[config.mk]
export PLATFORM = sky130hd
export DESIGN_NAME = card_remover
export DESIGN_NICKNAME = d
export VERILOG_FILES = /design/src/hw/card_pkg.sv /design/src/hw/card_remover.sv
export VERILOG_INCLUDE_DIRS = /design/src /design/src/hw
export SDC_FILE = /design/constraint.sdc
export NUM_CORES = 1
export LEC_CHECK = 0
export BUFFER_PORTS_ARGS = -buffer_cell sky130_fd_sc_hd__clkbuf_2
export CAP_MARGIN = 25
export CORE_ASPECT_RATIO = 1.4
export CORE_MARGIN = 2
export CORE_UTILIZATION = 51
export CTS_BUF_LIST = sky130_fd_sc_hd__clkbuf_4 sky130_fd_sc_hd__clkbuf_8
export DETAILED_ROUTE_END_ITERATION = 10
export GPL_TIMING_DRIVEN = 0
export PLACE_DENSITY = 0.81
export RECOVER_POWER = 25
export SKIP_CTS_REPAIR_TIMING = 1
export SYNTH_ARGS = -nofsm -noshare
export SYNTH_HDL_FRONTEND = slang
export SYNTH_SLANG_ARGS = --single-unit
[constraint.sdc]
create_clock -name clock -period 2.99 [get_ports clock]
set_input_delay 0.299 -clock clock [delete_from_list [all_inputs] [get_ports clock]]
set_output_delay 0.299 -clock clock [all_outputs]
set_load 0.01 [all_outputs]
[src/hw/card_defines.svh]
`ifndef CARD_DEFINES_SVH
`define CARD_DEFINES_SVH

// Word format widths
`define CARD_ADDR_W    10 // Next-pointer and RAM address
`define CARD_VALUE_W   6  // Number and suit
`define CARD_INDEX_W   6  // Position within a list
`define CARD_WORD_W    32 // One RAM word

// Memory map
// Address 0 is the null pointer, 1 to 15 are list sentinels
`define CARD_HEAP_BASE 16   // First allocatable slot
`define CARD_RAM_DEPTH 1024 // Words in the RAM

`endif

[src/hw/card_pkg.sv]
`include "card_defines.svh"

package card_pkg;

    typedef logic [`CARD_ADDR_W-1:0]  card_addr_t;
    typedef logic [`CARD_VALUE_W-1:0] card_value_t;
    typedef logic [`CARD_INDEX_W-1:0] card_index_t;

    // One RAM word, top bit down
    typedef struct packed {
        logic        used;    // Slot holds a live card
        logic [8:0]  rsvd_hi;
        card_value_t value;
        logic [5:0]  rsvd_lo;
        card_addr_t  next;    // Zero ends the list
    } card_word_t;

    typedef struct packed {
        card_addr_t addr;
        card_word_t wdata;
        logic       wen;
    } ram_req_t;

    typedef enum logic {
        OP_ADD    = 1'b0,
        OP_REMOVE = 1'b1
    } card_op_t;

    typedef struct packed {
        card_op_t    op;
        card_addr_t  head;  // Sentinel address of the list
        card_value_t value; // Card to append
        card_index_t n;     // Position to remove
    } card_cmd_t;

    typedef struct packed {
        card_value_t removed_value;
        card_addr_t  new_addr;
    } card_result_t;

    typedef enum logic [2:0] {
        APP_IDLE,
        APP_WALK,
        APP_ALLOC,
        APP_WR_CARD,
        APP_WR_TAIL
    } appender_state_t;

    typedef enum logic [2:0] {
        REM_IDLE,
        REM_WALK,
        REM_TARGET,
        REM_WR_PRED,
        REM_WR_TARGET
    } remover_state_t;

    typedef enum logic {
        FIND_IDLE,
        FIND_SCAN
    } finder_state_t;

endpackage

[src/hw/card_remover.sv]
module card_remover (
    input  logic                  clock,
    input  logic                  rst,
    input  logic                  go,
    input  card_pkg::card_addr_t  head,
    input  card_pkg::card_index_t n,
    input  card_pkg::card_word_t  rdata,
    output card_pkg::ram_req_t    req,
    output logic                  busy,
    output logic                  done,
    output card_pkg::card_value_t removed_value
);

    card_pkg::remover_state_t state;
    card_pkg::card_addr_t     cur_addr;  // Ends on the predecessor of card n
    card_pkg::card_index_t    count;     // Links still to follow
    card_pkg::card_word_t     pred_word;
    card_pkg::card_addr_t     tgt_addr;
    card_pkg::card_addr_t     tgt_next;
    logic                     rd_valid;  // rdata holds the word just addressed
    logic                     at_pred;
    logic                     tgt_read;

    assign busy     = (state != card_pkg::REM_IDLE);
    assign at_pred  = (state == card_pkg::REM_WALK) && rd_valid && (count == '0);
    assign tgt_read = (state == card_pkg::REM_TARGET) && rd_valid;

    always_comb begin
        req = '0;
        case (state)
            card_pkg::REM_WALK: req.addr = cur_addr;
            card_pkg::REM_TARGET: req.addr = tgt_addr;
            card_pkg::REM_WR_PRED: begin
                req.addr       = cur_addr;
                req.wdata      = pred_word;
                req.wdata.next = tgt_next; // Skip over the target
                req.wen        = 1'b1;
            end
            card_pkg::REM_WR_TARGET: begin
                req.addr = tgt_addr; // All-zero word frees the slot
                req.wen  = 1'b1;
            end
            default: req = '0;
        endcase
    end

    always_ff @(posedge clock) begin
        if (rst) begin
            state    <= card_pkg::REM_IDLE;
            rd_valid <= 1'b0;
            done     <= 1'b0;
        end else begin
            done <= 1'b0;
            case (state)
                card_pkg::REM_IDLE: begin
                    rd_valid <= 1'b0;
                    if (go) begin
                        state <= card_pkg::REM_WALK;
                    end
                end
                card_pkg::REM_WALK: begin
                    rd_valid <= !rd_valid;
                    if (at_pred) begin
                        state <= card_pkg::REM_TARGET;
                    end
                end
                card_pkg::REM_TARGET: begin
                    rd_valid <= !rd_valid;
                    if (tgt_read) begin
                        state <= card_pkg::REM_WR_PRED;
                    end
                end
                card_pkg::REM_WR_PRED: state <= card_pkg::REM_WR_TARGET;
                card_pkg::REM_WR_TARGET: begin
                    state <= card_pkg::REM_IDLE;
                    done  <= 1'b1;
                end
                default: state <= card_pkg::REM_IDLE;
            endcase
        end
    end

    always_ff @(posedge clock) begin
        if (go && (state == card_pkg::REM_IDLE)) begin
            cur_addr <= head;
            count    <= n;
        end else if ((state == card_pkg::REM_WALK) && rd_valid) begin
            if (count == '0) begin
                pred_word <= rdata;
                tgt_addr  <= rdata.next;
            end else begin
                cur_addr <= rdata.next; // One link further
                count    <= count - card_pkg::card_index_t'(1);
            end
        end
        if (tgt_read) begin
            tgt_next      <= rdata.next;
            removed_value <= rdata.value;
        end
    end

endmodule

# --- Yosys cells after proc, flatten, opt, wreduce, memory -nomap -nowiden ---
# Cells that the tools add are included.
word_totals:
  regBits: 69
  out_inout_bits: 51
  input_bits: 51
  wordCells: 54
classes:
  n_eq_ne: 8
  n_reduce_logical: 17
  bitwise_logic: 1
  n_mux: 15
  n_addsub: 1
ops:
  columns: ["operator", "count"]
  rows:
  - ["32-bit 2-to-1 mux", 1]
  - ["10-bit 2-to-1 mux", 3]
  - ["10-bit one-hot mux with 2 select lines", 1]
  - ["6-bit 2-to-1 mux", 3]
  - ["3-bit one-hot mux with 4 select lines", 1]
  - ["3-bit 2-to-1 mux", 3]
  - ["2-bit inequality test, second input constant", 4]
  - ["2-bit OR reduction", 4]
  - ["3-bit by 2-bit equality test with 1-bit output, second input constant", 2]
  - ["6-bit logical NOT", 1]
  - ["3-bit AND reduction", 2]
  - ["6-bit by 1-bit subtractor with 6-bit output, second input constant", 1]
  - ["1-bit logical AND", 4]
  - ["2-bit nonzero test", 2]
  - ["3-bit by 1-bit equality test with 1-bit output, second input constant", 1]
  - ["3-bit equality test, second input constant", 1]
  - ["3-bit logical NOT", 1]
  - ["3-bit nonzero test", 1]
  - ["1-bit 2-to-1 mux", 2]
  - ["1-bit one-hot mux with 2 select lines", 1]
  - ["2-bit AND reduction", 1]
  - ["1-bit logical NOT", 1]
  - ["1-bit NOT", 1]

# --- Depth between registers and ports, before layout ---
# Gate-level depths: netlist of run 1.
depth:
  ltp_word: 5
  mapped_depth: 6
  ltp_nobuf: 5

# --- Worst setup path before layout of run 1 ---
# OpenSTA, ideal clock, no wires.
synth_timing:
  kind: "flip-flop to flip-flop"
  startpoint: "register state[0]"
  endpoint: "register removed_value[0], enable pin"
  required_ns: 2.581
  slack_ns: 0.796
  period_less_slack_ns: 2.194
  arrival_time_ns: 1.784
  path_stages_with_launch: 4
  setup_ns: 0.409
  path_buffers: 1
  cell_sequence: "dfxtp_1 clkbuf_1 nand2b_1 nor3_1"
synth_between:
  elab_chain_cells: 2
synth_lines:
  columns: ["element", "line", "rtl"]
  rows:
  - ["from (decl)", "card_remover.sv:14", "card_pkg::remover_state_t state;"]
  - ["from (signal assigned)", "card_remover.sv:49", "state <= card_pkg::REM_IDLE;"]
  - ["from (signal assigned)", "card_remover.sv:58", "state <= card_pkg::REM_WALK;"]
  - ["from (signal assigned)", "card_remover.sv:64", "state <= card_pkg::REM_TARGET;"]
  - ["3-bit by 2-bit equality test with 1-bit output", "card_remover.sv:26", "assign tgt_read = (state == card_pkg::REM_TARGET) && rd_valid;"]
  - ["1-bit logical AND", "card_remover.sv:26", null]
  - ["net tgt_read", "card_remover.sv:22", "logic tgt_read;"]
  - ["to (signal assigned)", "card_remover.sv:98", "removed_value <= rdata.value;"]
  - ["to (decl)", "card_remover.sv:11", "output card_pkg::card_value_t removed_value"]
# The timed path passes the listed nets, and every way through them passes these cells.
# A chain may end at the register's enable or synchronous reset.

==> impl_metrics.csv, run 1 <==
group,metric,value,unit
final_layout,multi_input_area,810,um2
flow_run,drv_cap,0,
pwr,irDropWorstVdd,0.364,mV
timing,fin_skew,10.8,ps
floorplanning,die-width,67.9,um
clocking,cts_tree,"done",
pwr,power,2.08,mW
yosys,synthesis.area,2920,um2
final_layout,fillers,436,
clocking,clkLatencyLatePin,340,ps
placed_design,gp_congestion,0.800,
worst_setup_path,crit_path_start_kind,"register",
placed_design,placed_cell_area,3530,um2
detailed_routing,drt_pass1_iterations,4,
worst_hold_path,hold_class,"in2reg",
final_layout,n_antenna_cell,0,
floorplanning,die_h,93.5,um
placed_design,io_buffers,101,
timing,timing.slew.headroom,42.0,%
yosys,synth_fp_nets,264,
clocking,h-tree-depth,3,
worst_setup_path,crit_start,"state[2]$_SDFFE_PP0P_",
timing,finalCriticalPeriod,2360,ps
clocking,cts_sinks,69,
detailed_routing,drtAntennaViolNets,0,
worst_setup_path,cp_max_fo,10,
worst_setup_path,cp.required,2690,ps
detailed_routing,avgRoutedWirePerCell,14.8,um
final_layout,drive_above_1_share,37.7,%
yosys,synth_top_cell_by_area,"edfxtp_1",
timing,hold_ws,124,ps
yosys,syn_area_per_cell,13.8,um2
clocking,cts_buffers,9,
clocking,clk_pin_slew,80,ps
clocking,root_buffer,"clkbuf_8",
pwr,power_density,557,nW/um2
timing,final-hold-violation-count,0,
pwr,p_leak,1.63,nW
final_layout,syn_to_final_growth,28.1,%
worst_setup_path,worstReg2RegEnd,"pred_word[15]$_DFFE_PP_",
worst_setup_path,worstSetupEndpointType,"output port",
yosys,synthCells,211,
global_routing,gr-total-overflow,0,
yosys,async_flop_share,0,%
placed_design,post-dp-hpwl,4.27,mm
placed_design,dpl.cell_count,381,
final_layout,final_nets,377,
yosys,ys.flop_type,"edfxtp_1",
worst_setup_path,path_class,"reg2out",
yosys,ys_ff_latch,69,
timing,setup_tns,0,ps
floorplanning,die-area,6350,um2
worst_setup_path,path_cells,"buf_2 > nor2b_1 > clkbuf_1 > nand2_1 > o21ai_0 > clkbuf_2",
yosys,ys_seq_area_share,69.3,%
worst_setup_path,cpPeakStageDelay,430,ps
clocking,cts_max_path_buffers,2,
worst_setup_path,cpMaxStageDelayCell,"nor2b_1",
floorplanning,ios,102,
final_layout,fin_cells,397,
detailed_routing,num_vias,2049,
detailed_routing,drtIter0Drc,135,
final_layout,register_area,2020,um2
yosys,synth_edf_count,64,
timing,final.period_utilization,78.8,%
worst_setup_path,rrSetupSlack,970,ps
yosys,synthDistinctLibCells,32,
timing,setup_viol,0,
timing,drv_slew,0,
global_routing,antenna_found_initial,0,
yosys,synthTopCellsByArea,"edfxtp_1, and3_1, mux2_4",
global_routing,track_usage,19.6,%
outcome,outcome,"finished, final reports clean",
floorplanning,coreArea,5530,um2
final_layout,stdcell_area,3740,um2
global_routing,grt_pass1_vias,1953,
global_routing,grt_pass1_wl,8.86,mm
yosys,yosysTopAreaCellShare,65.8,%
floorplanning,initial_core_util,52.8,%
worst_setup_path,r2r_start,"count[0]$_DFFE_PP_",
timing,rsz0062_at_grt,"false",
worst_setup_path,crit_end,"req[33]",
global_routing,grt_max_degree,33,
timing,worst_pin_slew,871,ps
detailed_routing,wirelength,5.90,mm
yosys,ys_warn_count,0,
worst_setup_path,reg2regPathDepth,4,
timing,fmax,0.425,GHz
detailed_routing,via_per_inst,5.16,
floorplanning,rows,32,
worst_setup_path,crit_arrival,2060,ps
detailed_routing,drc_errors,0,
-- where the power goes --
group          internal [mW]  switching (mW)
Sequential              1.08          0.0114
Combinational         0.0754          0.0854
Clock                  0.473           0.353
Total                   1.63           0.450
-- routing by layer --
layer / wire length [um] / up-vias / global-route usage [%]
met2: 3130 / 81 / 33.6
met3: 393 / 8 / 3.37
met1: 2260 / 958 / 22.0
met5: 0 / - / 0
met4: 108 / 0 / 11.7
li1: - / 1002 / -
-- how the worst min path moves through the flow --
stage	start	end	slack, ps	cells after the start
floorplan	rst	state[2]$_SDFFE_PP0P_	370	1
global placement	rdata[29]	pred_word[29]$_DFFE_PP_	480	1
detailed placement	rdata[13]	pred_word[13]$_DFFE_PP_	480	1
CTS	rdata[28]	pred_word[28]$_DFFE_PP_	110	1
global route	rdata[29]	pred_word[29]$_DFFE_PP_	110	1
finish	rdata[28]	pred_word[28]$_DFFE_PP_	120	1
-- cell usage in the layout (no fill, tap or decap), drive strengths merged, types with 3 or more instances in the layout --
cell,instances
clkbuf,121
edfxtp,64
and3,34
nand2,28
o21ai,17
mux2,10
nor2,7
dfxtp,5
inv,5
buf,5
nor3,4
xnor2,3
clkinv,3
-- metrics by stage --
step                      util, %  worst slack [ps]
after floorplan                 -               796
after global placement       63.5              26.2
after detailed placement     63.9               959
after CTS                    68.0               596
after global routing         67.7               480
final                        67.7               635
-- logic make-up (layout without fill, tap and decap cells) --
kind of cell	after synthesis	after routing	share of synthesized area, %
DFF	69	69	69.3
buffers and inverters	19	137	3.43
adders and majority gates	2	2	0.857
AOI/OAI and AO/OA	24	24	4.72
xor gates and xnor gates	5	5	1.50
and+or+nand+nor	82	82	15.3
muxes	10	10	4.89
-- synth_stat cells (2+ instances only) --
cell      count
a21o_1        2
and3_1       34
clkbuf_1     11
dfxtp_1       5
edfxtp_1     64
ha_1          2
inv_1         4
mux2_2        2
mux2_4        8
nand2_1      28
nand2b_1      2
nor2_1        6
nor2b_1       2
nor3_1        4
o21ai_0      17
xnor2_1       3
xor2_1        2
-- cell type report --
class | instances | share of cell area (%)
inverter | 4 | 0.401
clock inverter | 7 | 2.64
clock buffer | 9 | 3.31
multi-input combinational | 123 | 21.6
tap | 68 | 2.28
timing repair buffer | 102 | 13.4
buffer | 15 | 2.28
sequential | 69 | 54.1
-- state kept, by name, summed over array words and instances (netlist names) --
| register | flops |
|---|---|
| pred_word | 22 |
| cur_addr | 10 |
| tgt_addr | 10 |
| tgt_next | 10 |
| count | 6 |
| removed_value | 6 |
| state | 3 |
| done | 1 |
| rd_valid | 1 |
-- worst max-delay path: cells and delay by family, from the launching register on --
family	cells	cell delay, ps
buf+inv	3	760
flops	1	300
compound gates	1	120
simple gates	2	540
Note: power is estimated with default switching activity, not from simulation.
==> run 2: changes to the inputs <==
clock period = 2.4 ns   (was 2.99 ns; I/O delays follow)
==> impl_metrics.csv, run 2 (synthesized netlist as in run 1, its figures left out) <==
group,metric,value,unit
outcome,outcome,"finished, final reports clean",
clocking,cts_sinks,69,
worst_setup_path,crit_path_start_kind,"register",
floorplanning,initial_core_util,52.8,%
floorplanning,ios,102,
placed_design,gp_congestion,0.800,
pwr,irDropWorstVdd,0.455,mV
worst_setup_path,worstReg2RegEnd,"pred_word[15]$_DFFE_PP_",
worst_hold_path,min_from,"rdata[28]",
timing,hold_ws,63.6,ps
final_layout,stdcell_area,3750,um2
timing,drv_slew,0,
clocking,cts_tree,"done",
worst_setup_path,cpPeakStageDelay,400,ps
placed_design,dpl.cell_count,381,
detailed_routing,drtAntennaViolNets,0,
worst_hold_path,min_delay_path_depth,1,
worst_setup_path,r2r_start,"count[0]$_DFFE_PP_",
floorplanning,die-width,67.9,um
detailed_routing,drtIter0Drc,140,
timing,worst_pin_slew,884,ps
floorplanning,rows,32,
timing,final-hold-violation-count,0,
timing,timing.slew.headroom,41.1,%
final_layout,syn_to_final_growth,28.5,%
global_routing,track_usage,19.6,%
global_routing,grt_max_degree,33,
floorplanning,die_h,93.5,um
worst_setup_path,reg2regPathDepth,4,
final_layout,n_antenna_cell,0,
final_layout,final_nets,377,
worst_setup_path,path_cells,"buf_2 > nor2b_2 > clkbuf_1 > nand2_1 > o21ai_0 > clkbuf_2",
global_routing,antenna_found_initial,0,
final_layout,final_util,67.9,%
pwr,power_density,692,nW/um2
timing,worst_slack,206,ps
worst_setup_path,cp_max_fo,10,
worst_setup_path,crit_arrival,1950,ps
worst_setup_path,cp.required,2160,ps
placed_design,io_buffers,101,
clocking,clk_pin_slew,80,ps
detailed_routing,avgRoutedWirePerCell,15.0,um
placed_design,placed_cell_area,3530,um2
worst_setup_path,cp_num_buf_inv,3,
timing,setup_viol,0,
timing,finalCriticalPeriod,2190,ps
detailed_routing,drc_errors,0,
worst_setup_path,path_delay_family,"buffers and inverters",
timing,fmax,0.456,GHz
detailed_routing,num_vias,2055,
clocking,cts_max_path_buffers,2,
timing,final.period_utilization,91.4,%
worst_setup_path,rrSetupSlack,370,ps
flow_run,drv_cap,0,
detailed_routing,drt_pass1_iterations,4,
placed_design,place_ws,369,ps
worst_setup_path,worstSetupEndpointType,"output port",
pwr,power,2.60,mW
final_layout,drive_above_1_share,38.3,%
floorplanning,coreArea,5530,um2
worst_setup_path,cpMaxStageDelayCell,"clkbuf_1",
timing,rsz0062_at_grt,"false",
final_layout,largest_reg_flops,22,
global_routing,gr-total-overflow,0,
clocking,h-tree-depth,3,
worst_setup_path,path_class,"reg2out",
detailed_routing,wirelength,5.96,mm
worst_hold_path,hold_end,"pred_word[28]$_DFFE_PP_",
worst_hold_path,hold_class,"in2reg",
final_layout,fin_cells,397,
timing,fin_skew,8.70,ps
clocking,root_buffer,"clkbuf_8",
final_layout,largest-register,"pred_word",
clocking,clkLatencyLatePin,340,ps
final_layout,layout_commonest_cell,"clkbuf_2",
global_routing,grt_pass1_vias,1953,
global_routing,grt_pass1_wl,8.86,mm
timing,setup_tns,0,ps
placed_design,post-dp-hpwl,4.27,mm
final_layout,most-common-layout-cells,"clkbuf_2, edfxtp_1, and3_1",
clocking,cts_buffers,9,
floorplanning,die-area,6350,um2
pwr,p_leak,1.63,nW
detailed_routing,via_per_inst,5.18,
==> run 2: cell types whose count changed in the layout (fill, tap and decap cells not counted) <==
cell / change
xor2_1: -1
nor2b_1: -1
nor2b_2: +1
xor2_2: +1
==> run 2: area by class of cell <==
| type | count | area, um2 |
|---|---|---|
| fill | 434 | 1780 |
| timing repair buffer | 102 | 500 |
| clock inverter | 7 | 98.8 |
| tap | 68 | 85.1 |
| inverter | 4 | 15.0 |
| sequential | 69 | 2020 |
| buffer | 15 | 85.1 |
| clock buffer | 9 | 124 |
| multi-input combinational | 123 | 820 |
==> run 2: report_power, final <==
part / leakage, nW / internal (mW) / switching [mW]
registers: 0.626 / 1.35 / 0.0143
logic: 0.898 / 0.0942 / 0.107
clock network: 0.110 / 0.589 / 0.442
==> run 2: worst max-delay path by stage <==
stage                     startpoint  depth (start not counted)                         end
2_1_floorplan  state[0]$_SDFFE_PP0P_                          3  removed_value[0]$_DFFE_PP_
3_5_place_dp      count[0]$_DFFE_PP_                          4     pred_word[13]$_DFFE_PP_
5_1_grt        state[2]$_SDFFE_PP0P_                          6                     req[35]
3_3_place_gp   state[0]$_SDFFE_PP0P_                          3       tgt_next[5]$_DFFE_PP_
6_report       state[2]$_SDFFE_PP0P_                          6                     req[33]
4_1_cts        state[2]$_SDFFE_PP0P_                          6                     req[33]
==> run 2: per-layer routing <==
metal / GRT usage (%) / wire length (um)
met5: 0 / 0
met1: 22.0 / 2360
met4: 11.7 / 118
met3: 3.37 / 381
met2: 33.6 / 3100
