File: src/hw/card_defines.svh
`ifndef CARD_DEFINES_SVH
`define CARD_DEFINES_SVH

// Word format widths
`define CARD_ADDR_W    10 // Next-pointer and RAM address
`define CARD_VALUE_W   6  // Number and suit
`define CARD_INDEX_W   6  // Position within a list
`define CARD_WORD_W    32 // One RAM word

// Memory map
// Address 0 is the null pointer, 1 to 15 are list sentinels
`define CARD_HEAP_BASE 16   // First allocatable slot
`define CARD_RAM_DEPTH 1024 // Words in the RAM

`endif

File: src/hw/card_pkg.sv
`include "card_defines.svh"

package card_pkg;

    typedef logic [`CARD_ADDR_W-1:0]  card_addr_t;
    typedef logic [`CARD_VALUE_W-1:0] card_value_t;
    typedef logic [`CARD_INDEX_W-1:0] card_index_t;

    // One RAM word, top bit down
    typedef struct packed {
        logic        used;    // Slot holds a live card
        logic [8:0]  rsvd_hi;
        card_value_t value;
        logic [5:0]  rsvd_lo;
        card_addr_t  next;    // Zero ends the list
    } card_word_t;

    typedef struct packed {
        card_addr_t addr;
        card_word_t wdata;
        logic       wen;
    } ram_req_t;

    typedef enum logic {
        OP_ADD    = 1'b0,
        OP_REMOVE = 1'b1
    } card_op_t;

    typedef struct packed {
        card_op_t    op;
        card_addr_t  head;  // Sentinel address of the list
        card_value_t value; // Card to append
        card_index_t n;     // Position to remove
    } card_cmd_t;

    typedef struct packed {
        card_value_t removed_value;
        card_addr_t  new_addr;
    } card_result_t;

    typedef enum logic [2:0] {
        APP_IDLE,
        APP_WALK,
        APP_ALLOC,
        APP_WR_CARD,
        APP_WR_TAIL
    } appender_state_t;

    typedef enum logic [2:0] {
        REM_IDLE,
        REM_WALK,
        REM_TARGET,
        REM_WR_PRED,
        REM_WR_TARGET
    } remover_state_t;

    typedef enum logic {
        FIND_IDLE,
        FIND_SCAN
    } finder_state_t;

endpackage

File: src/hw/card_appender.sv
module card_appender (
    input  logic                  clock,
    input  logic                  rst,
    input  logic                  go,
    input  card_pkg::card_addr_t  head,
    input  card_pkg::card_value_t value,
    input  card_pkg::card_word_t  rdata,
    output card_pkg::ram_req_t    req,
    output logic                  busy,
    output logic                  done,
    output card_pkg::card_addr_t  new_addr
);

    card_pkg::appender_state_t state;
    card_pkg::card_addr_t      cur_addr;  // Node being read, the tail once found
    card_pkg::card_value_t     value_q;
    card_pkg::card_word_t      tail_word;
    logic                      rd_valid;  // rdata holds the word at cur_addr
    logic                      at_tail;
    logic                      finder_go;
    logic                      found;
    card_pkg::card_addr_t      slot_addr;
    card_pkg::ram_req_t        finder_req;

    assign busy      = (state != card_pkg::APP_IDLE);
    assign at_tail   = (state == card_pkg::APP_WALK) && rd_valid && (rdata.next == '0);
    assign finder_go = at_tail;

    free_slot_finder u_finder (
        .clock     (clock),
        .rst       (rst),
        .go        (finder_go),
        .rdata     (rdata),
        .req       (finder_req),
        .found     (found),
        .slot_addr (slot_addr)
    );

    always_comb begin
        req = '0;
        case (state)
            card_pkg::APP_WALK: req.addr = cur_addr;
            card_pkg::APP_ALLOC: req = finder_req; // Port lent to the scan
            card_pkg::APP_WR_CARD: begin
                req.addr        = new_addr;
                req.wdata.used  = 1'b1;
                req.wdata.value = value_q;
                req.wen         = 1'b1;
            end
            card_pkg::APP_WR_TAIL: begin
                req.addr       = cur_addr;
                req.wdata      = tail_word;
                req.wdata.next = new_addr; // Link the new card behind the tail
                req.wen        = 1'b1;
            end
            default: req = '0;
        endcase
    end

    always_ff @(posedge clock) begin
        if (rst) begin
            state    <= card_pkg::APP_IDLE;
            rd_valid <= 1'b0;
            done     <= 1'b0;
        end else begin
            done <= 1'b0;
            case (state)
                card_pkg::APP_IDLE: begin
                    rd_valid <= 1'b0;
                    if (go) begin
                        state <= card_pkg::APP_WALK;
                    end
                end
                card_pkg::APP_WALK: begin
                    rd_valid <= !rd_valid; // Present, then consume
                    if (at_tail) begin
                        state <= card_pkg::APP_ALLOC;
                    end
                end
                card_pkg::APP_ALLOC: begin
                    if (found) begin
                        state <= card_pkg::APP_WR_CARD;
                    end
                end
                card_pkg::APP_WR_CARD: state <= card_pkg::APP_WR_TAIL;
                card_pkg::APP_WR_TAIL: begin
                    state <= card_pkg::APP_IDLE;
                    done  <= 1'b1;
                end
                default: state <= card_pkg::APP_IDLE;
            endcase
        end
    end

    always_ff @(posedge clock) begin
        if (go && (state == card_pkg::APP_IDLE)) begin
            cur_addr <= head; // Walk starts at the sentinel
            value_q  <= value;
        end else if ((state == card_pkg::APP_WALK) && rd_valid) begin
            if (rdata.next == '0) begin
                tail_word <= rdata;
            end else begin
                cur_addr <= rdata.next;
            end
        end
        if (found) begin
            new_addr <= slot_addr;
        end
    end

endmodule

File: src/hw/free_slot_finder.sv
`include "card_defines.svh"

module free_slot_finder (
    input  logic                 clock,
    input  logic                 rst,
    input  logic                 go,
    input  card_pkg::card_word_t rdata,
    output card_pkg::ram_req_t   req,
    output logic                 found,
    output card_pkg::card_addr_t slot_addr
);

    card_pkg::finder_state_t state;
    card_pkg::card_addr_t    scan_addr;   // Address presented this cycle
    card_pkg::card_addr_t    flight_addr; // Address whose word is on rdata
    logic                    flight_valid;
    logic                    hit;

    assign hit = (state == card_pkg::FIND_SCAN) && flight_valid && !rdata.used;

    always_comb begin
        req      = '0;
        req.addr = scan_addr; // Read only, never writes
    end

    always_ff @(posedge clock) begin
        if (rst) begin
            state        <= card_pkg::FIND_IDLE;
            found        <= 1'b0;
            flight_valid <= 1'b0;
        end else begin
            found <= 1'b0;
            case (state)
                card_pkg::FIND_IDLE: begin
                    flight_valid <= 1'b0;
                    if (go) begin
                        state <= card_pkg::FIND_SCAN;
                    end
                end
                card_pkg::FIND_SCAN: begin
                    if (hit) begin
                        state <= card_pkg::FIND_IDLE;
                        found <= 1'b1;
                    end else begin
                        flight_valid <= 1'b1; // First word lands one cycle late
                    end
                end
                default: state <= card_pkg::FIND_IDLE;
            endcase
        end
    end

    always_ff @(posedge clock) begin
        if (state == card_pkg::FIND_IDLE) begin
            scan_addr <= card_pkg::card_addr_t'(`CARD_HEAP_BASE);
        end else begin
            scan_addr   <= scan_addr + card_pkg::card_addr_t'(1);
            flight_addr <= scan_addr;
        end
        if (hit) begin
            slot_addr <= flight_addr; // Lowest free slot
        end
    end

endmodule

File: config.mk
export PLATFORM = sky130hd
export DESIGN_NAME = card_appender
export DESIGN_NICKNAME = d
export VERILOG_FILES = /design/src/hw/card_pkg.sv /design/src/hw/card_appender.sv /design/src/hw/free_slot_finder.sv
export VERILOG_INCLUDE_DIRS = /design/src /design/src/hw
export SDC_FILE = /design/constraint.sdc
export NUM_CORES = 1
export LEC_CHECK = 0
export CORE_MARGIN = 4
export CORE_UTILIZATION = 30
export CTS_CLUSTER_SIZE = 24
export DETAILED_ROUTE_END_ITERATION = 10
export DONT_BUFFER_PORTS = 1
export GPL_TIMING_DRIVEN = 0
export PLACE_DENSITY = 0.42
export REMOVE_ABC_BUFFERS = 1
export SETUP_SLACK_MARGIN = 0.5
export SLEW_MARGIN = 20
export SYNTH_ARGS = -nofsm -noshare
export SYNTH_HDL_FRONTEND = slang
export SYNTH_SLANG_ARGS = --single-unit
File: constraint.sdc
create_clock -name clock -period 1.6 [get_ports clock]
set_input_delay 0.08 -clock clock [delete_from_list [all_inputs] [get_ports clock]]
set_output_delay 0.08 -clock clock [all_outputs]
set_load 0.05 [all_outputs]
## Word-level counts from Yosys, hierarchy flattened

Index checks and enable logic that the tools add are counted.

| word-level totals | value |
|---|---|
| bits in registers | 86 |
| output and inout port bits | 55 |
| logic and storage cells | 67 |
| bits of input ports | 51 |

| cells by class | value |
|---|---|
| reduce and logical (&&, ||, !) cells | 18 |
| add/subtract/negate cells | 1 |
| mux-type cells | 21 |
| equality and inequality tests | 9 |
| bitwise operators | 2 |

Operators by type and width:

| cell | count |
|---|---|
| two-way mux 10 bit | 3 |
| one-hot mux 10 bit (3 select lines) | 1 |
| two-way mux 16 bit | 1 |
| one-hot mux 3 bit (4 select lines) | 1 |
| one-hot mux 6 bit (2 select lines) | 1 |
| adder 10 x 1 -> 10 bit (second input constant) | 1 |
| logical NOT 10 bit | 1 |
| two-way mux 3 bit | 3 |
| two-way mux 9 bit | 1 |
| != test 2 bit (second input constant) | 4 |
| one-hot mux 1 bit (2 select lines) | 4 |
| equality test 3 x 2 -> 1 bit (second input constant) | 2 |
| two-way mux 1 bit | 6 |
| AND reduction 3 bit | 2 |
| OR reduction 2 bit | 3 |
| logical AND 1 bit | 5 |
| nonzero test 2 bit | 2 |
| equality test 3 x 1 -> 1 bit (second input constant) | 1 |
| equality test 3 bit (second input constant) | 1 |
| logical NOT 3 bit | 1 |
| nonzero test 3 bit | 1 |
| logical NOT 1 bit | 2 |
| != test 2 x 1 -> 1 bit (second input constant) | 1 |
| inverter 1 bit | 2 |
| AND reduction 2 bit | 1 |

## Longest topological paths before layout

Gate-level depths: netlist (run 1).

| depth | value |
|---|---|
| word-level depth | 5 |
| gate-level depth with buffers | 6 |
| mapped depth without buffers | 4 |

## Cells and area by module

A second synthesis (run 1) with hierarchy kept.

| unflattened totals | value |
|---|---|
| cell total of the unflattened synthesis | 302 |
| area total of the unflattened synthesis | 3,880.0 µm² |

Modules (own cells, without submodules):

| module | area each (µm²) | times used | cells each | seq. area each (µm²) |
|---|---|---|---|---|
| card_appender | 2,536.2 | 1 | 194 | 1,541.5 |
| free_slot_finder | 1,343.8 | 1 | 108 | 860.8 |

## Least setup slack after synthesis (run 1)

OpenSTA, ideal clock, no wires.

| timing path | value |
|---|---|
| path type | reg-to-output |
| start | reg new_addr[4] |
| end | out req[37] (netlist bit) |
| data required time | 1.520 ns |
| buffers on the path | 0 |
| setup slack | -0.518 ns |
| cell stages (with the launch flop) | 4 |
| arrival time | 2.038 ns |
| cell sequence | edfxtp_1 mux2_2 a22oi_1 o21ai_0 |

RTL lines:

| element | RTL line | text |
|---|---|---|
| start, declared | card_appender.sv:11 | `output card_pkg::card_addr_t new_addr` |
| start signal, assigned | card_appender.sv:107 | `new_addr <= slot_addr;` |
| end, declared | card_appender.sv:8 | `output card_pkg::ram_req_t req,` |

==> metrics.md, run 1 <==
| Metric | Value |
|---|---|
| Status | `finished, violations left` |
| Violated checks | `setup timing` |
| PwrDens | `874 nW/um^2` |
| Clock Skews | `6.01 ps` |
| CTS tree | `yes` |
| Relative slew slack | `0.595` |
| Unique masters post-synth | `between 40 and 50` |
| CP Launch Point | `new_addr[3]$_DFFE_PP_` |
| HP Class | `in2reg` |
| Switching Fraction | `0.231` |
| Worst EP required | `approximately 1500 ps` |
| I/O Buffers | `0` |
| Post-synth EDFFs | `68` |
| Via-to-Cell Ratio | `just under 5` |
| Share of cells above drive strength 1 | `0.514` |
| Period utilization | `1.15` |
| Synth cell count leaders | `edfxtp_1, and2_1, dfxtp_1` |
| Die area | `between 10000 and 15000 um^2` |
| Post-detail-place hpwl | `roughly 6 mm` |
| Routed Antenna Nets | `0` |
| Critical path endpoint | `req[36]` |
| Gate power share | `0.114` |
| Die Y-Extent | `about 120 um` |
| Syn Area/Cell | `~15 um^2` |
| Area leader, netlist | `edfxtp_1` |
| H-tree levels | `3` |
| Clk buf depth | `2` |
| P&R area growth vs syn | `54.5%` |
| Seq pwr share | `0.500` |
| Layout Utilization | `0.472` |
| Wirelength per Cell | `roughly 21 um` |
| Layout fillers | `~1100` |
| Max rail drop VDD | `0.375 mV` |
| Final WS setup | `-245 ps` |
| Worst-skew pair later-pin latency | `approximately 330 ps` |
| Fin. Hold Viols | `0` |
| First drt pass iteration count | `4` |
| Global-route wire length before repair | `~16 mm` |
| Uppermost routed layer | `met4` |
| Int Power | `3.81 mW` |
| Antenna violations before repair | `0` |
| Clock share of power | `0.385` |
| RSZ-0062 raised after global routing | `yes` |
| CTS Buf Count | `9` |
| Nets | `405` |
| Core Region | `roughly 12000 um^2` |
| ANT cells | `0` |
| Initial core utilization | `0.305` |
| Cells after Synth | `between 200 and 250` |
| Worst r2r path cells | `5` |
| Hold_ws | `16.0 ps` |
| Synth area leaders | `edfxtp_1, dfxtp_1, and2_1` |
| Net load switching power | `between 1 and 1.5 mW` |
| Reg2reg setup slack | `-170 ps` |
| Worst-path clk slew | `approximately 60 ps` |
| Largest net degree at the start of global routing | `14` |
| Grt total ovfl | `0` |
| Power Total | `around 5.0 mW` |
| Hold Crit Depth | `3` |
| Starting DRT DRC Count | `121` |
| DR DRC count | `0` |
| Dpl cell area | `approximately 3700 um^2` |
| Fmax | `between 500 and 600 MHz` |
| Synth top area share | `0.557` |
| Reg2reg start | `state[0]$_SDFFE_PP0P_` |
| Metal3 WL | `472 um` |
| Critical Path Start Type | `flop` |
| Sequential area share after synthesis | `0.655` |
| Footprint of the multi-input gates | `about 1600 um^2` |
| Vias in the first global route | `2617` |
| Setup violators final | `93` |
| Data arrival, critical path | `around 1800 ps` |
| Async S/R FF share, synth | `0` |
| WL met2 | `5.57 mm` |
| Yosys reg bits | `86` |
| YS warnings | `0` |
| M1 WL | `about 4.5 mm` |
| Root buf cell | `clkbuf_16` |
| Fin area | `between 5000 and 6000 um^2` |
| CP Class | `reg2out` |
| Row count | `40` |
| Worst-margin pin slew | `about 610 ps` |
| Critical Path Fanout Max | `3` |
| Max-cap violation count | `0` |
| GPL Wtd Cong | `around 0.69` |
| Worst Setup End Kind | `output pin` |
| Total routed wirelength | `around 11 mm` |
| Cell Area, Synth | `~3700 um^2` |
| Top FF cell, synth | `edfxtp_1` |
| Via count | `about 2400` |
| Gr usage total | `0.153` |
| I/O pin count | `106` |
| Sink Count | `86` |
| Register Area | `about 2400 um^2` |
| Leak pwr | `2.04 nW` |
| Die Wd | `between 100 and 150 um` |
| Most common cell in the synthesized netlist | `edfxtp_1` |
| Worst reg2reg endpoint | `tail_word[10]$_DFFE_PP_` |
| Pins Over Slew Limit | `0` |
| Min Clock Period, post-route | `roughly 1800 ps` |
-- repair_timing --
action | CTS | global route
gates cloned | 10 | 0
resized for setup | 159 | 29
pin swaps | 39 | 18
endpoints found under the setup margin | 149 | 113
hold endpoints to repair | 46 | 0
hold buffers | 50 | 0
setup buffers | 35 | 10
-- power groups by stage --
stage               sequential, mW  combinational (mW)  clock (mW)
floorplan                     2.52               0.237           0
global placement              2.54               0.276           0
global route                  2.48               0.595        2.06
finish                        2.48               0.566        1.91
detailed placement            2.54               0.280           0
CTS                           2.47               0.550        1.96
-- registers in the layout (all words and copies together), names as in the netlist --
register               flops
cur_addr                  10
done                       1
new_addr                  10
rd_valid                   1
state                      3
tail_word                 22
u_finder.flight_addr      10
u_finder.flight_valid      1
u_finder.found             1
u_finder.scan_addr        10
u_finder.slot_addr        10
u_finder.state             1
value_q                    6
-- cell type report --
| class | instances | area share |
|---|---|---|
| Tap cell | 147 | 0.0325 |
| Sequential cell | 86 | 0.430 |
| Inverter | 6 | 0.00508 |
| Timing Repair inverter | 3 | 0.00397 |
| Multi-Input combinational cell | 146 | 0.281 |
| Timing Repair Buffer | 101 | 0.200 |
| Clock inverter | 5 | 0.00442 |
| Clock buffer | 11 | 0.0428 |
-- stage by stage --
| stage | TNS [ps] | setup WS [ps] | std cells |
|---|---|---|---|
| after detailed placement | -72610 | -1240 | 384 |
| after floorplan | -36030 | -924 | 235 |
| after CTS | -8170 | -264 | 495 |
| final | -10260 | -245 | 505 |
| after global routing | -15540 | -286 | 505 |
| after global placement | -102010 | -1650 | 382 |
-- cells by family (layout without fill, tap and decap cells) --
kind of cell / count (synthesis) / count (layout) / synth area share
AO/OA/AOI/OAI: 41 / 41 / 0.0774
XOR/XNOR: 3 / 3 / 0.00717
adder cells (fa/ha/maj): 1 / 1 / 0.00341
buffers and inverters: 20 / 126 / 0.0430
flip-flops: 86 / 86 / 0.655
multiplexers: 22 / 22 / 0.0751
AND/OR/NAND/NOR: 76 / 79 / 0.139
-- critical path: stages, from the launching register on --
cell	delay [ps]
edfxtp_1	740
mux2_4	280
a22oi_2	60
o21ai_4	350
-- cells in the final DEF (no fill, tap or decap), types with 3 or more instances in the layout --
master	netlist	final
a22oi_2	0	9
and2_4	0	24
dfxtp_2	0	3
dfxtp_1	18	7
nor2_1	6	5
buf_4	0	20
clkbuf_16	0	9
dfxtp_4	0	8
edfxtp_1	68	68
or2_4	0	3
o21ai_0	13	4
buf_16	0	4
buf_12	1	7
nand2_1	16	14
a21oi_2	0	4
dlygate4sd3_1	0	49
mux2_4	8	19
clkinvlp_4	0	5
buf_6	7	18
a22o_4	0	6
inv_1	5	4
o21ai_4	0	10
-- worst min-delay path by stage --
stage	end	from
2_1_floorplan	u_finder.state$_SDFF_PP0_	rst
3_3_place_gp	u_finder.state$_SDFF_PP0_	rst
3_5_place_dp	u_finder.state$_SDFF_PP0_	rst
4_1_cts	state[0]$_SDFFE_PP0P_	rdata[8]
5_1_grt	state[0]$_SDFFE_PP0P_	rdata[3]
6_report	state[0]$_SDFFE_PP0P_	rdata[3]
-- routing by layer --
| layer | track usage | vias up |
|---|---|---|
| met5 | 0 | - |
| met4 | 0.0615 | 0 |
| met3 | 0.0349 | 14 |
| met2 | 0.259 | 56 |
| met1 | 0.189 | 1209 |
| li1 | - | 1150 |
Power figures use the tool's default switching activity.
==> run 2: changes to the inputs <==
- SYNTH_HIERARCHICAL: not set -> 1
==> run 2 against run 1 <==
  * The flow finishes with violations (hold timing, setup timing)
  * Clock-buffer cell count is 1 higher
  * Combinational power decreased by 14%
  * Setup slack lost 430 ps
==> metrics.md, run 2 <==
| Metric | Value |
|---|---|
| First drt pass iteration count | `5` |
| Critical Path Start Type | `flop` |
| YS warnings | `6` |
| Max reg flops | `22` |
| Total negative slack | `-24900 ps` |
| Period utilization | `1.42` |
| Top FF cell, synth | `edfxtp_1` |
| Area leader, netlist | `edfxtp_1` |
| CTS Buf Count | `9` |
| Die area | `14800 um^2` |
| Commonest non-fill, non-tap cell in the layout | `edfxtp_1` |
| Cell Area, Synth | `between 3000 and 4000 um^2` |
| Antenna violations before repair | `0` |
| Hold Crit Depth | `3` |
| Cells after Synth | `slightly above 300` |
| Top reg by flops | `tail_word` |
| DR DRC count | `0` |
| Min Clock Period, post-route | `between 2000 and 2500 ps` |
| RSZ-0062 raised after global routing | `yes` |
| Worst Setup End Kind | `output pin` |
| Max-cap violation count | `0` |
| I/O pin count | `106` |
| CP Class | `reg2out` |
| Nets | `460` |
| HP Class | `in2reg` |
| Layout Utilization | `0.488` |
| Die Wd | `~120 um` |
| Largest net degree at the start of global routing | `26` |
| Share of cells above drive strength 1 | `0.404` |
| Worst r2r path cells | `6` |
| Via-to-Cell Ratio | `approximately 4.7` |
| Setup violators final | `91` |
| Pre-CTS setup slack | `-1260 ps` |
| CP max-delay cell | `o211ai_1` |
| Clk buf depth | `2` |
| Synth top area share | `0.526` |
| CTS tree | `yes` |
| Worst-skew pair later-pin latency | `340 ps` |
| Sequential area share after synthesis | `0.619` |
| Gr usage total | `0.159` |
| Unique masters post-synth | `43` |
| GPL Wtd Cong | `between 0.7 and 0.8` |
| ANT cells | `0` |
| Fin. Hold Viols | `1` |
| Post-synth EDFFs | `about 70` |
| Hold_ws | `-0.0412 ps` |
| Row count | `between 40 and 50` |
| Core Region | `~13000 um^2` |
| Relative slew slack | `0.219` |
| P&R area growth vs syn | `58.6%` |
| Final WS setup | `-674 ps` |
| Starting DRT DRC Count | `118` |
| Data arrival, critical path | `approximately 2200 ps` |
| H-tree levels | `3` |
| Routed Antenna Nets | `0` |
| Die Y-Extent | `122 um` |
| PwrDens | `835 nW/um^2` |
| Root buf cell | `clkbuf_16` |
| Syn Area/Cell | `about 13 um^2` |
| Max stage delay on crit path | `about 940 ps` |
| Clock Skews | `6.58 ps` |
| Commonest non-fill, non-tap cells in the layout | `edfxtp_1, dlygate4sd3_1, conb_1, buf_6, a22o_4` |
| Dpl cell area | `between 3000 and 4000 um^2` |
| Sink Count | `86` |
| Pins Over Slew Limit | `0` |
| Async S/R FF share, synth | `0` |
| Vias in the first global route | `approximately 2800` |
| Yosys reg bits | `between 80 and 90` |
| Leak pwr | `~2.3 nW` |
| Initial core utilization | `0.307` |
| Global-route wire length before repair | `around 17 mm` |
| Synth cell count leaders | `edfxtp_1, buf_4, a22o_1, nand2_1, dfxtp_1` |
| Fin area | `slightly above 6000 um^2` |
| I/O Buffers | `0` |
| Max rail drop VDD | `around 0.47 mV` |
| Violated checks | `hold timing, setup timing` |
| Critical Path Fanout Max | `3` |
| Post-detail-place hpwl | `6.40 mm` |
| Fmax | `roughly 440 MHz` |
| CP Launch Point | `new_addr[6]$_DFFE_PP_` |
| Wirelength per Cell | `20.3 um` |
| Via count | `around 2700` |
| Reg2reg start | `state[0]$_SDFFE_PP0P_` |
| Synth area leaders | `edfxtp_1, dfxtp_1, buf_4` |
| Crit-path cells | `mux2i_1, o211ai_1` |
| Layout fillers | `1097` |
| Worst EP required | `1520 ps` |
| Total routed wirelength | `between 10 and 15 mm` |
| Worst-path clk slew | `60 ps` |
| Most common cell in the synthesized netlist | `edfxtp_1` |
| Hold Path Origin | `rdata[4]` |
| Worst-margin pin slew | `1170 ps` |
| Status | `finished, violations left` |
| Power Total | `between 5 and 6 mW` |
| Grt total ovfl | `0` |
| Post-CTS Hold Buffers | `49` |
==> run 2: final timing paths <==
kind	end	slack [ps]
hold / removal	state[1]$_SDFFE_PP0P_	-0.04
setup / recovery	req[39]	-670
setup reg to reg	cur_addr[9]$_DFFE_PP_	-420
hold reg to reg	u_finder/slot_addr[8]$_DFFE_PP_	420
==> run 2: cells by family (layout without fill, tap and decap cells) <==
logic type,count (synthesis),in the layout,synth area share
AND/OR/NAND/NOR,76,77,0.102
adder cells (fa/ha/maj),1,1,0.00322
AO/OA/AOI/OAI,56,56,0.111
buffers and inverters,52,130,0.0848
multiplexers,27,27,0.0729
XOR/XNOR,3,3,0.00677
other,1,33,0.000967
flip-flops,86,86,0.619
==> run 2: where the power goes <==
part,leakage [nW],switching [mW],internal (mW)
Combinational,1.42,0.237,0.251
Sequential,0.760,0.0219,2.42
Clock,0.160,0.912,1.30
==> run 2: routing by layer <==
metal	part of all wire	track usage	vias to the layer above
met5	0	0	-
met4	0.0087	0.0455	0
met3	0.053	0.0395	10
met2	0.48	0.256	93
met1	0.45	0.213	1339
li1	-	-	1295
==> run 2: layout make-up <==
type,instances,area [um^2],share of cell area
multi-input cells,197,1860,0.301
well taps,172,215,0.0350
clock buffers,12,289,0.0470
clock inverters,4,32.5,0.00529
inverters,4,15.0,0.00244
repair buffers,110,1310,0.212
flip-flops and latches,86,2440,0.397
==> run 2: stage by stage <==
stage / std cells / hold slack [ps]
2_1_floorplan: 286 / 147
3_3_place_gp: 458 / 149
3_5_place_dp: 463 / 150
4_1_cts: 567 / 1.96
5_1_grt: 585 / 6.17
6_report: 585 / -0.0412
==> run 2: timing repair <==
action | 4_1_cts | 5_1_grt
pin swaps | 18 | 23
resized for setup | 156 | 30
setup endpoints to repair | 150 | 110
buffers inserted | 34 | 16
endpoints found under the hold margin | 46 | 1
gates cloned | 5 | 2
==> run 2: worst max-delay path: cells and delay by family, from the launching register on <==
kind | cells | cell delay [ps]
DFF | 1 | 740
AOI/OAI and AO/OA | 1 | 940
muxes | 1 | 170
